[src/verilog/rvseed_settings.svh]
// rvseed core settings
`ifndef RVSEED_SETTINGS_SVH
`define RVSEED_SETTINGS_SVH

`define CPU_WIDTH      64     // data path width
`define REG_ADDR_WIDTH 5      // register index width
`define REG_DATA_DEPTH 32     // integer registers
`define RESET_PC       64'h0  // first fetch address

`endif

[src/verilog/rvseed_isa_pkg.sv]
// rvseed instruction set types
package rvseed_isa_pkg;

    // major opcodes, inst[6:0]
    typedef enum logic [6:0] {
        OP_IMM = 7'b0010011,  // addi andi ori xori slli srli
        OP     = 7'b0110011,  // add sub and or xor
        LUI    = 7'b0110111,
        BRANCH = 7'b1100011,  // beq bne
        JAL    = 7'b1101111,
        SYSTEM = 7'b1110011   // ebreak only
    } opcode_e;

    // operations of the execute stage ALU
    typedef enum logic [3:0] {
        ADD,
        SUB,
        AND,
        OR,
        XOR,
        SLL,     // shift amount from src2[5:0]
        SRL,
        PASS_B   // lui and jal link value
    } alu_op_e;

endpackage

[src/verilog/rvseed_pipe_pkg.sv]
// rvseed pipeline control types
package rvseed_pipe_pkg;

    typedef enum logic {
        RUN,
        HALTED   // ebreak seen, no more fetches
    } fetch_state_e;

    // where a decode operand comes from
    typedef enum logic [1:0] {
        REGFILE,
        FROM_EX,   // ALU output of the execute stage
        FROM_WB    // result held in writeback
    } bypass_e;

endpackage

[src/verilog/ex_stage.sv]
// rvseed execute stage ALU
`timescale 1ns/100ps
`include "rvseed_settings.svh"

module ex_stage (
    input  rvseed_isa_pkg::alu_op_e alu_op_i,
    input  logic [`CPU_WIDTH-1:0]   src1_i,
    input  logic [`CPU_WIDTH-1:0]   src2_i,
    output logic [`CPU_WIDTH-1:0]   result_o
);

    logic [5:0] shamt;

    assign shamt = src2_i[5:0];  // rv64 shifts use six bits

    always_comb begin
        case (alu_op_i)
            rvseed_isa_pkg::ADD:    result_o = src1_i + src2_i;
            rvseed_isa_pkg::SUB:    result_o = src1_i - src2_i;
            rvseed_isa_pkg::AND:    result_o = src1_i & src2_i;
            rvseed_isa_pkg::OR:     result_o = src1_i | src2_i;
            rvseed_isa_pkg::XOR:    result_o = src1_i ^ src2_i;
            rvseed_isa_pkg::SLL:    result_o = src1_i << shamt;
            rvseed_isa_pkg::SRL:    result_o = src1_i >> shamt;  // logical
            rvseed_isa_pkg::PASS_B: result_o = src2_i;
            default:                result_o = '0;
        endcase
    end

endmodule

[src/verilog/id_ex_regs.sv]
// rvseed decode to execute register
`timescale 1ns/100ps
`include "rvseed_settings.svh"

module id_ex_regs (
    input  logic                       clk,
    input  logic                       rst_n_i,
    input  logic                       valid_i,
    input  logic [`CPU_WIDTH-1:0]      pc_i,
    input  rvseed_isa_pkg::alu_op_e    alu_op_i,
    input  logic [`CPU_WIDTH-1:0]      src1_i,
    input  logic [`CPU_WIDTH-1:0]      src2_i,
    input  logic [`REG_ADDR_WIDTH-1:0] rd_i,
    input  logic                       wen_i,
    input  logic                       ebreak_i,
    input  logic                       unknown_i,
    input  logic [31:0]                inst_i,
    output logic                       valid_o,
    output logic [`CPU_WIDTH-1:0]      pc_o,
    output rvseed_isa_pkg::alu_op_e    alu_op_o,
    output logic [`CPU_WIDTH-1:0]      src1_o,
    output logic [`CPU_WIDTH-1:0]      src2_o,
    output logic [`REG_ADDR_WIDTH-1:0] rd_o,
    output logic                       wen_o,
    output logic                       ebreak_o,
    output logic                       unknown_o,
    output logic [31:0]                inst_o
);

    always_ff @(posedge clk or negedge rst_n_i) begin
        if (!rst_n_i)
            valid_o <= 1'b0;
        else
            valid_o <= valid_i;
    end

    // flags below only count while valid_o is high
    always_ff @(posedge clk) begin
        pc_o      <= pc_i;
        alu_op_o  <= alu_op_i;
        src1_o    <= src1_i;
        src2_o    <= src2_i;
        rd_o      <= rd_i;
        wen_o     <= wen_i;
        ebreak_o  <= ebreak_i;
        unknown_o <= unknown_i;
        inst_o    <= inst_i;  // kept for the unknown code report
    end

endmodule

[src/verilog/id_stage.sv]
// rvseed decode stage
`timescale 1ns/100ps
`include "rvseed_settings.svh"

module id_stage (
    input  logic [`CPU_WIDTH-1:0]     pc_i,
    input  logic [31:0]               inst_i,
    input  logic                      valid_i,
    input  logic                      ex_valid_i,
    input  logic                      ex_wen_i,
    input  logic [`REG_ADDR_WIDTH-1:0] ex_rd_i,
    input  logic [`CPU_WIDTH-1:0]     ex_result_i,
    input  logic                      wb_valid_i,
    input  logic                      wb_wen_i,
    input  logic [`REG_ADDR_WIDTH-1:0] wb_rd_i,
    input  logic [`CPU_WIDTH-1:0]     wb_data_i,
    input  logic [`CPU_WIDTH-1:0]     rf_rdata1_i,
    input  logic [`CPU_WIDTH-1:0]     rf_rdata2_i,
    output logic [`REG_ADDR_WIDTH-1:0] rf_raddr1_o,
    output logic [`REG_ADDR_WIDTH-1:0] rf_raddr2_o,
    output rvseed_isa_pkg::alu_op_e   alu_op_o,
    output logic [`CPU_WIDTH-1:0]     src1_o,
    output logic [`CPU_WIDTH-1:0]     src2_o,
    output logic [`REG_ADDR_WIDTH-1:0] rd_o,
    output logic                      wen_o,
    output logic                      valid_o,
    output logic                      ebreak_o,
    output logic                      unknown_o,
    output logic                      redirect_o,
    output logic [`CPU_WIDTH-1:0]     next_pc_o,
    output logic                      halt_req_o
);

    rvseed_isa_pkg::opcode_e    opcode;
    rvseed_pipe_pkg::bypass_e   sel1, sel2;
    logic [`REG_ADDR_WIDTH-1:0] rs1, rs2;
    logic [2:0]                 funct3;
    logic [6:0]                 funct7;
    logic [`CPU_WIDTH-1:0]      imm_i, imm_u, imm_b, imm_j;
    logic [`CPU_WIDTH-1:0]      rs1_val, rs2_val;
    logic                       is_branch, is_jal, taken;

    // youngest producer wins
    function automatic rvseed_pipe_pkg::bypass_e bypass_sel(
        input logic ex_hit,
        input logic wb_hit
    );
        if (ex_hit)
            return rvseed_pipe_pkg::FROM_EX;
        if (wb_hit)
            return rvseed_pipe_pkg::FROM_WB;
        return rvseed_pipe_pkg::REGFILE;
    endfunction

    function automatic logic [`CPU_WIDTH-1:0] operand(
        input rvseed_pipe_pkg::bypass_e   sel,
        input logic [`REG_ADDR_WIDTH-1:0] rs,
        input logic [`CPU_WIDTH-1:0]      ex_val,
        input logic [`CPU_WIDTH-1:0]      wb_val,
        input logic [`CPU_WIDTH-1:0]      rf_val
    );
        if (rs == '0)
            return '0;  // x0 reads zero whatever is in flight
        case (sel)
            rvseed_pipe_pkg::FROM_EX: return ex_val;
            rvseed_pipe_pkg::FROM_WB: return wb_val;
            default:                  return rf_val;
        endcase
    endfunction

    assign opcode = rvseed_isa_pkg::opcode_e'(inst_i[6:0]);
    assign rs1    = inst_i[19:15];
    assign rs2    = inst_i[24:20];
    assign funct3 = inst_i[14:12];
    assign funct7 = inst_i[31:25];
    assign imm_i  = {{(`CPU_WIDTH-12){inst_i[31]}}, inst_i[31:20]};
    assign imm_u  = {{(`CPU_WIDTH-32){inst_i[31]}}, inst_i[31:12], 12'b0};
    assign imm_b  = {{(`CPU_WIDTH-13){inst_i[31]}}, inst_i[31], inst_i[7],
                     inst_i[30:25], inst_i[11:8], 1'b0};
    assign imm_j  = {{(`CPU_WIDTH-21){inst_i[31]}}, inst_i[31], inst_i[19:12],
                     inst_i[20], inst_i[30:21], 1'b0};

    assign sel1 = bypass_sel(ex_valid_i && ex_wen_i && ex_rd_i == rs1,
                             wb_valid_i && wb_wen_i && wb_rd_i == rs1);
    assign sel2 = bypass_sel(ex_valid_i && ex_wen_i && ex_rd_i == rs2,
                             wb_valid_i && wb_wen_i && wb_rd_i == rs2);
    assign rs1_val = operand(sel1, rs1, ex_result_i, wb_data_i, rf_rdata1_i);
    assign rs2_val = operand(sel2, rs2, ex_result_i, wb_data_i, rf_rdata2_i);

    always_comb begin
        alu_op_o  = rvseed_isa_pkg::ADD;
        src2_o    = rs2_val;
        wen_o     = 1'b0;
        ebreak_o  = 1'b0;
        unknown_o = 1'b0;
        is_branch = 1'b0;
        is_jal    = 1'b0;
        case (opcode)
            rvseed_isa_pkg::OP_IMM: begin
                src2_o = imm_i;
                wen_o  = 1'b1;
                case (funct3)
                    3'b000:  alu_op_o = rvseed_isa_pkg::ADD;
                    3'b111:  alu_op_o = rvseed_isa_pkg::AND;
                    3'b110:  alu_op_o = rvseed_isa_pkg::OR;
                    3'b100:  alu_op_o = rvseed_isa_pkg::XOR;
                    3'b001:  alu_op_o = rvseed_isa_pkg::SLL;
                    3'b101:  alu_op_o = rvseed_isa_pkg::SRL;
                    default: unknown_o = 1'b1;  // slti, sltiu
                endcase
                if (funct3[1:0] == 2'b01 && funct7[6:1] != '0)
                    unknown_o = 1'b1;  // srai or malformed shift
            end
            rvseed_isa_pkg::OP: begin
                wen_o = 1'b1;
                case ({funct7, funct3})
                    10'b0000000_000: alu_op_o = rvseed_isa_pkg::ADD;
                    10'b0100000_000: alu_op_o = rvseed_isa_pkg::SUB;
                    10'b0000000_111: alu_op_o = rvseed_isa_pkg::AND;
                    10'b0000000_110: alu_op_o = rvseed_isa_pkg::OR;
                    10'b0000000_100: alu_op_o = rvseed_isa_pkg::XOR;
                    default:         unknown_o = 1'b1;
                endcase
            end
            rvseed_isa_pkg::LUI: begin
                alu_op_o = rvseed_isa_pkg::PASS_B;
                src2_o   = imm_u;
                wen_o    = 1'b1;
            end
            rvseed_isa_pkg::BRANCH: begin
                is_branch = (funct3[2:1] == 2'b00);  // beq, bne
                unknown_o = !is_branch;
            end
            rvseed_isa_pkg::JAL: begin
                alu_op_o = rvseed_isa_pkg::PASS_B;
                src2_o   = pc_i + `CPU_WIDTH'd4;  // link value
                wen_o    = 1'b1;
                is_jal   = 1'b1;
            end
            rvseed_isa_pkg::SYSTEM: begin
                ebreak_o  = (inst_i == 32'h0010_0073);
                unknown_o = !ebreak_o;
            end
            default: unknown_o = 1'b1;
        endcase
        if (unknown_o)
            wen_o = 1'b0;  // retired as a no-op
    end

    assign taken       = is_branch && (funct3[0] ? rs1_val != rs2_val : rs1_val == rs2_val);
    assign redirect_o  = valid_i && (is_jal || taken);
    assign next_pc_o   = pc_i + (is_jal ? imm_j : imm_b);
    assign halt_req_o  = valid_i && ebreak_o;
    assign src1_o      = rs1_val;
    assign rd_o        = inst_i[11:7];
    assign valid_o     = valid_i;
    assign rf_raddr1_o = rs1;
    assign rf_raddr2_o = rs2;

endmodule

[src/verilog/if_id_regs.sv]
// rvseed fetch to decode register
`timescale 1ns/100ps
`include "rvseed_settings.svh"

module if_id_regs (
    input  logic                  clk,
    input  logic                  rst_n_i,
    input  logic [`CPU_WIDTH-1:0] pc_i,
    input  logic [31:0]           inst_i,
    input  logic                  valid_i,
    input  logic                  flush_i,
    output logic [`CPU_WIDTH-1:0] pc_o,
    output logic [31:0]           inst_o,
    output logic                  valid_o
);

    always_ff @(posedge clk or negedge rst_n_i) begin
        if (!rst_n_i)
            valid_o <= 1'b0;
        else
            valid_o <= valid_i && !flush_i;  // wrong-path fetch becomes a bubble
    end

    always_ff @(posedge clk) begin
        pc_o   <= pc_i;
        inst_o <= inst_i;
    end

endmodule

[src/verilog/if_stage.sv]
// rvseed fetch stage
`timescale 1ns/100ps
`include "rvseed_settings.svh"

module if_stage (
    input  logic                  clk,
    input  logic                  rst_n_i,
    input  logic                  redirect_i,
    input  logic [`CPU_WIDTH-1:0] next_pc_i,
    input  logic                  halt_req_i,
    output logic [`CPU_WIDTH-1:0] imem_addr_o,
    output logic                  fetch_valid_o
);

    logic [`CPU_WIDTH-1:0]          pc_r;
    rvseed_pipe_pkg::fetch_state_e state_r;

    always_ff @(posedge clk or negedge rst_n_i) begin
        if (!rst_n_i) begin
            pc_r    <= `RESET_PC;
            state_r <= rvseed_pipe_pkg::RUN;
        end else begin
            if (halt_req_i)
                state_r <= rvseed_pipe_pkg::HALTED;  // sticky until reset
            if (redirect_i)
                pc_r <= next_pc_i;  // taken branch or jal
            else if (fetch_valid_o)
                pc_r <= pc_r + `CPU_WIDTH'd4;
        end
    end

    assign imem_addr_o = pc_r;

    // the word fetched beside a decoding ebreak is already dead
    assign fetch_valid_o = (state_r == rvseed_pipe_pkg::RUN) && !halt_req_i;

endmodule

[src/verilog/rvseed_top.sv]
// rvseed core top level
`timescale 1ns/100ps
`include "rvseed_settings.svh"

module rvseed_top (
    input  logic                       clk,
    input  logic                       rst_n_i,
    input  logic [31:0]                imem_data_i,
    output logic [`CPU_WIDTH-1:0]      imem_addr_o,
    output logic                       retire_valid_o,
    output logic [`CPU_WIDTH-1:0]      retire_pc_o,
    output logic [`REG_ADDR_WIDTH-1:0] retire_rd_o,
    output logic [`CPU_WIDTH-1:0]      retire_data_o,
    output logic                       retire_wen_o,
    output logic                       unknown_o,
    output logic [31:0]                unknown_code_o,
    output logic                       halted_o
);

    logic                       if_valid, id_valid, dec_valid, ex_valid;
    logic                       redirect, halt_req;
    logic [`CPU_WIDTH-1:0]      next_pc, id_pc, ex_pc, ex_result;
    logic [31:0]                id_inst, ex_inst;
    logic [`REG_ADDR_WIDTH-1:0] rf_raddr1, rf_raddr2, id_rd, ex_rd;
    logic [`CPU_WIDTH-1:0]      rf_rdata1, rf_rdata2;
    logic [`CPU_WIDTH-1:0]      id_src1, id_src2, ex_src1, ex_src2;
    logic                       id_wen, id_ebreak, id_unknown;
    logic                       ex_wen, ex_ebreak, ex_unknown;
    rvseed_isa_pkg::alu_op_e    id_alu_op, ex_alu_op;

    if_stage u_if_stage (
        .clk(clk), .rst_n_i(rst_n_i),
        .redirect_i(redirect), .next_pc_i(next_pc), .halt_req_i(halt_req),
        .imem_addr_o(imem_addr_o), .fetch_valid_o(if_valid)
    );

    if_id_regs u_if_id_regs (
        .clk(clk), .rst_n_i(rst_n_i),
        .pc_i(imem_addr_o), .inst_i(imem_data_i), .valid_i(if_valid),
        .flush_i(redirect),
        .pc_o(id_pc), .inst_o(id_inst), .valid_o(id_valid)
    );

    id_stage u_id_stage (
        .pc_i(id_pc), .inst_i(id_inst), .valid_i(id_valid),
        .ex_valid_i(ex_valid), .ex_wen_i(ex_wen), .ex_rd_i(ex_rd),
        .ex_result_i(ex_result),
        .wb_valid_i(retire_valid_o), .wb_wen_i(retire_wen_o), .wb_rd_i(retire_rd_o),
        .wb_data_i(retire_data_o),
        .rf_rdata1_i(rf_rdata1), .rf_rdata2_i(rf_rdata2),
        .rf_raddr1_o(rf_raddr1), .rf_raddr2_o(rf_raddr2),
        .alu_op_o(id_alu_op), .src1_o(id_src1), .src2_o(id_src2),
        .rd_o(id_rd), .wen_o(id_wen), .valid_o(dec_valid),
        .ebreak_o(id_ebreak), .unknown_o(id_unknown),
        .redirect_o(redirect), .next_pc_o(next_pc), .halt_req_o(halt_req)
    );

    id_ex_regs u_id_ex_regs (
        .clk(clk), .rst_n_i(rst_n_i),
        .valid_i(dec_valid), .pc_i(id_pc), .alu_op_i(id_alu_op),
        .src1_i(id_src1), .src2_i(id_src2), .rd_i(id_rd), .wen_i(id_wen),
        .ebreak_i(id_ebreak), .unknown_i(id_unknown), .inst_i(id_inst),
        .valid_o(ex_valid), .pc_o(ex_pc), .alu_op_o(ex_alu_op),
        .src1_o(ex_src1), .src2_o(ex_src2), .rd_o(ex_rd), .wen_o(ex_wen),
        .ebreak_o(ex_ebreak), .unknown_o(ex_unknown), .inst_o(ex_inst)
    );

    ex_stage u_ex_stage (
        .alu_op_i(ex_alu_op), .src1_i(ex_src1), .src2_i(ex_src2),
        .result_o(ex_result)
    );

    wb_stage u_wb_stage (
        .clk(clk), .rst_n_i(rst_n_i),
        .valid_i(ex_valid), .pc_i(ex_pc), .result_i(ex_result), .rd_i(ex_rd),
        .wen_i(ex_wen), .ebreak_i(ex_ebreak), .unknown_i(ex_unknown), .inst_i(ex_inst),
        .raddr1_i(rf_raddr1), .raddr2_i(rf_raddr2),
        .rdata1_o(rf_rdata1), .rdata2_o(rf_rdata2),
        .retire_valid_o(retire_valid_o), .retire_pc_o(retire_pc_o),
        .retire_rd_o(retire_rd_o), .retire_data_o(retire_data_o),
        .retire_wen_o(retire_wen_o), .unknown_o(unknown_o),
        .unknown_code_o(unknown_code_o), .halted_o(halted_o)
    );

endmodule

[src/verilog/wb_stage.sv]
// rvseed writeback stage and register file
`timescale 1ns/100ps
`include "rvseed_settings.svh"

module wb_stage (
    input  logic                       clk,
    input  logic                       rst_n_i,
    input  logic                       valid_i,
    input  logic [`CPU_WIDTH-1:0]      pc_i,
    input  logic [`CPU_WIDTH-1:0]      result_i,
    input  logic [`REG_ADDR_WIDTH-1:0] rd_i,
    input  logic                       wen_i,
    input  logic                       ebreak_i,
    input  logic                       unknown_i,
    input  logic [31:0]                inst_i,
    input  logic [`REG_ADDR_WIDTH-1:0] raddr1_i,
    input  logic [`REG_ADDR_WIDTH-1:0] raddr2_i,
    output logic [`CPU_WIDTH-1:0]      rdata1_o,
    output logic [`CPU_WIDTH-1:0]      rdata2_o,
    output logic                       retire_valid_o,
    output logic [`CPU_WIDTH-1:0]      retire_pc_o,
    output logic [`REG_ADDR_WIDTH-1:0] retire_rd_o,
    output logic [`CPU_WIDTH-1:0]      retire_data_o,
    output logic                       retire_wen_o,
    output logic                       unknown_o,
    output logic [31:0]                unknown_code_o,
    output logic                       halted_o
);

    logic                  wen_r, ebreak_r, unknown_r, halted_r;
    logic [`CPU_WIDTH-1:0] regs [0:`REG_DATA_DEPTH-1];

    always_ff @(posedge clk or negedge rst_n_i) begin
        if (!rst_n_i) begin
            retire_valid_o <= 1'b0;
            halted_r       <= 1'b0;
        end else begin
            retire_valid_o <= valid_i;
            if (retire_valid_o && ebreak_r)
                halted_r <= 1'b1;
        end
    end

    always_ff @(posedge clk) begin
        retire_pc_o    <= pc_i;
        retire_data_o  <= result_i;
        retire_rd_o    <= rd_i;
        wen_r          <= wen_i;
        ebreak_r       <= ebreak_i;
        unknown_r      <= unknown_i;
        unknown_code_o <= inst_i;
    end

    // written on the edge that closes the writeback cycle
    always_ff @(posedge clk) begin
        if (retire_wen_o)
            regs[retire_rd_o] <= retire_data_o;
    end

    assign retire_wen_o = retire_valid_o && wen_r && (retire_rd_o != '0);  // x0 stays zero
    assign unknown_o    = retire_valid_o && unknown_r;
    assign halted_o     = halted_r || (retire_valid_o && ebreak_r);  // up with the ebreak
    assign rdata1_o     = regs[raddr1_i];
    assign rdata2_o     = regs[raddr2_i];

endmodule

[config.mk]
export PLATFORM = sky130hd
export DESIGN_NAME = rvseed_top
export DESIGN_NICKNAME = d
export VERILOG_FILES = /design/src/verilog/rvseed_isa_pkg.sv /design/src/verilog/rvseed_pipe_pkg.sv /design/src/verilog/ex_stage.sv /design/src/verilog/id_ex_regs.sv /design/src/verilog/id_stage.sv /design/src/verilog/if_id_regs.sv /design/src/verilog/if_stage.sv /design/src/verilog/rvseed_top.sv /design/src/verilog/wb_stage.sv
export VERILOG_INCLUDE_DIRS = /design/src /design/src/verilog
export SDC_FILE = /design/constraint.sdc
export NUM_CORES = 2
export LEC_CHECK = 0
export ABC_AREA = 0
export CAP_MARGIN = 25
export CORE_UTILIZATION = 50
export DETAILED_ROUTE_END_ITERATION = 8
export DONT_BUFFER_PORTS = 1
export PLACE_DENSITY = 0.68
export SLEW_MARGIN = 20
export SYNTH_ARGS = -nofsm -noshare
export SYNTH_HDL_FRONTEND = slang
export SYNTH_HIERARCHICAL = 1
export SYNTH_SLANG_ARGS = --single-unit
[constraint.sdc]
create_clock -name clk -period 8.1 [get_ports clk]
set_clock_uncertainty 0.2 [all_clocks]
set_input_delay 0.81 -clock clk [delete_from_list [all_inputs] [get_ports clk]]
set_output_delay 0.81 -clock clk [all_outputs]
set_load 0.005 [all_outputs]
==> results.yml <==
run_status:
  status: "complete, but fails checks"
  violations: "negative setup slack"
die:
  start_util: 0.504
  die_y_um: 520
  ios: 267
  chipWidth_um: 520
  dieArea_um2: 270000
  fp-row-count: 189
  design.core.area_um2: 266000
timing:
  tns_ns: -0.321
  hold_violations: 0
  fin_crit_sh: 1.01
  worst_slew_pin_slew_ns: 1.22
  setup_viol: 11
  final_max_slew_viol_count: 0
  holdWs_ns: 0.115
  fmax_ghz: 0.122
  rsz0062_at_grt: "yes"
  slew_headroom: 0.165
  fin_crit_ns: 8.19
  setup_ws_ns: -0.0883
synth:
  async_flop_share: 0.0264
  synth.distinct_cells: 103
  yosysTopAreaCell: "edfxtp_1"
  ys.flop_type: "edfxtp_1"
  synth_edf_count: 2048
  synth_top_area_frac: 0.459
  yosysSeqAreaShare: 0.547
  avgSynthCellArea_um2: 14.4
  syn-cell-area_um2: 134000
  syn_inst: 9280
  ys_ff_latch: 2617
  synth.area.top_cells: "edfxtp_1 46%, mux4_2 18%, dfxtp_1 7.5%"
  synth_warnings: 6
clock_tree:
  clockRootBuffer: "clkbuf_16"
  clock_latency_ns: 0.94
  clkSlewWorstSetupHoldPaths_ns: 0.07
  cts_sinks: 2617
  cts_tree: "done"
  htreeDepth: 5
  clockBufferDepth: 4
  cts_made_buffers: 284
power:
  total_power_w: 0.0389
  power_per_cell_area_nw_per_um2: 254
  ir_drop_uv: 251
  p_leak_nw: 55.3
worst_setup_path:
  crit_path_start: "u_id_ex_regs/src2_o[19]"
  crit_slowest_cell: "or4_4"
  crit_path_start_kind: "flip-flop"
  crit_arrival_ns: 8.86
  r2r_start: "u_id_ex_regs/src2_o[19]"
  crit_type: "flip-flop to flip-flop"
  critical_path_required_ns: 8.77
  crit_family: "simple AND/OR/NAND/NOR gates"
  endpoint_kind: "flip-flop"
  crit_buf_inv: 4
  slowest_delay_ns: 0.55
  crit_fanout: 7
job:
  cap_violations: 0
global_route:
  grt_overflow: 0
  grt_pass1_vias: 92900
  grt_pass1_wl_um: 747000
  antenna_found_initial: 68
  grt_max_degree: 189
  grt_use_total: 0.397
worst_hold_path:
  hp-class: "flip-flop to flip-flop"
  worstHoldStart: "u_id_ex_regs/pc_o[18]"
place:
  gp_congestion: 1.08
  port_buffers: 0
  placedCellCount: 13000
  hpwl_um: 365000
  place_area_um2: 142000
cells_and_area:
  final-instance-count-excl-fill: 13600
  fin_area_um2: 153000
  area_growth_pct: 14.2
  seqCellArea_um2: 73300
  fillCellCount: 20800
  multiInputGateArea_um2: 57800
  fin_nets: 10100
  drive_gt1_frac: 0.258
drt:
  avgRoutedWirePerCell_um: 40.0
  drt_iter0_drc: 13900
  via_per_inst: 7.07
  drt-pass1-iter-count: 7
  drt-total-wl_um: 543000
  drc_errors: 0
  vias: 96000
  drtAntennaViolNets: 0
-- routing by layer --
metal,GRT usage,wire length [µm],share of wire
met5,0,287,0.00053
met4,0.205,32500,0.060
met3,0.0981,62200,0.11
met2,0.599,243000,0.45
met1,0.535,206000,0.38
-- worst paths after layout --
check                      slack, ns  cells after the start                    endpoint
setup / recovery               -0.09                     35  u_if_stage/imem_addr_o[63]
hold / removal                  0.12                      0  u_wb_stage/retire_pc_o[18]
setup reg to reg               -0.09                     35  u_if_stage/imem_addr_o[63]
hold reg to reg                 0.12                      0  u_wb_stage/retire_pc_o[18]
max in group asynchronous       7.13                      2         u_wb_stage/halted_r
min in group asynchronous       0.22                      2  u_if_stage/imem_addr_o[27]
-- cell usage after synthesis, drive strengths merged, types with 93 or more instances --
library cell / number
edfxtp: 2048
mux4: 1056
mux2i: 637
nand2: 548
o21ai: 530
nor2: 507
dfxtp: 500
clkbuf: 350
a21oi: 332
buf: 331
ha: 257
xnor2: 219
inv: 182
a221oi: 165
xor2: 147
a21o: 138
nand3: 105
a31oi: 93
-- cells in the final DEF (no fill, tap or decap), types with 69 or more instances in the layout --
cell       count
xnor2_1      215
mux4_2      1056
o21ai_0      504
a221oi_1     163
nand3_1       99
dfxtp_1      476
a21o_1       138
nand2_1      543
inv_1        177
ha_1         255
a31oi_1       87
a21oi_1      319
edfxtp_1    2048
nor2_1       467
nand4_1       89
clkbuf_16    293
mux2i_1      636
xor2_1       145
mux2_2        84
dfrtp_1       69
buf_4        744
-- layout make-up --
class | count | area share
tap | 3533 | 0.0289
antenna | 22 | 0.000360
multi-input combinational | 5861 | 0.378
timing repair buffer | 852 | 0.0478
inverter | 184 | 0.00464
clock inverter | 156 | 0.0106
clock buffer | 359 | 0.0502
sequential | 2617 | 0.479
-- cells by family after synthesis --
family	synth area share
AO/OA/AOI/OAI	0.0858
XOR/XNOR	0.0240
adder cells (fa/ha/maj)	0.0243
buffers and inverters	0.0297
flip-flops	0.547
multiplexers	0.232
other	0.0000561
AND/OR/NAND/NOR	0.0569
-- sequential cells by signal, summed over array words and instances, names as in the netlist, 4 cells and up --
signal	cells
u_id_ex_regs/src2_o	64
u_wb_stage/retire_pc_o	64
u_wb_stage/retire_rd_o	5
u_wb_stage/regs	2048
u_if_stage/imem_addr_o	64
u_if_id_regs/inst_o	32
u_id_ex_regs/inst_o	32
u_id_ex_regs/src1_o	64
u_if_id_regs/pc_o	64
u_id_ex_regs/alu_op_o	4
u_wb_stage/unknown_code_o	32
u_wb_stage/retire_data_o	64
u_id_ex_regs/rd_o	5
u_id_ex_regs/pc_o	64
-- metrics by stage --
step                      worst slack (ns)  utilization
final                              -0.0883        0.575
after global routing                -0.299        0.575
after CTS                         0.000929        0.574
after detailed placement            -0.686        0.536
after global placement              -0.712        0.536
after floorplan                     0.0343            -
-- report_power, final --
group	internal (W)	switching (W)	leakage, nW
Combinational	0.00306	0.00555	27.0
Sequential	0.0160	0.00103	23.8
Clock	0.00755	0.00567	4.53
Total	0.0267	0.0123	55.3
-- repair_timing --
item	CTS	global route
hold endpoints to repair	101	0
buffers inserted	11	12
resized for setup	63	53
gates cloned	0	1
pin swaps	32	45
hold buffers	34	0
endpoints found under the setup margin	65	64
Note: power is estimated with default switching activity, not from simulation.
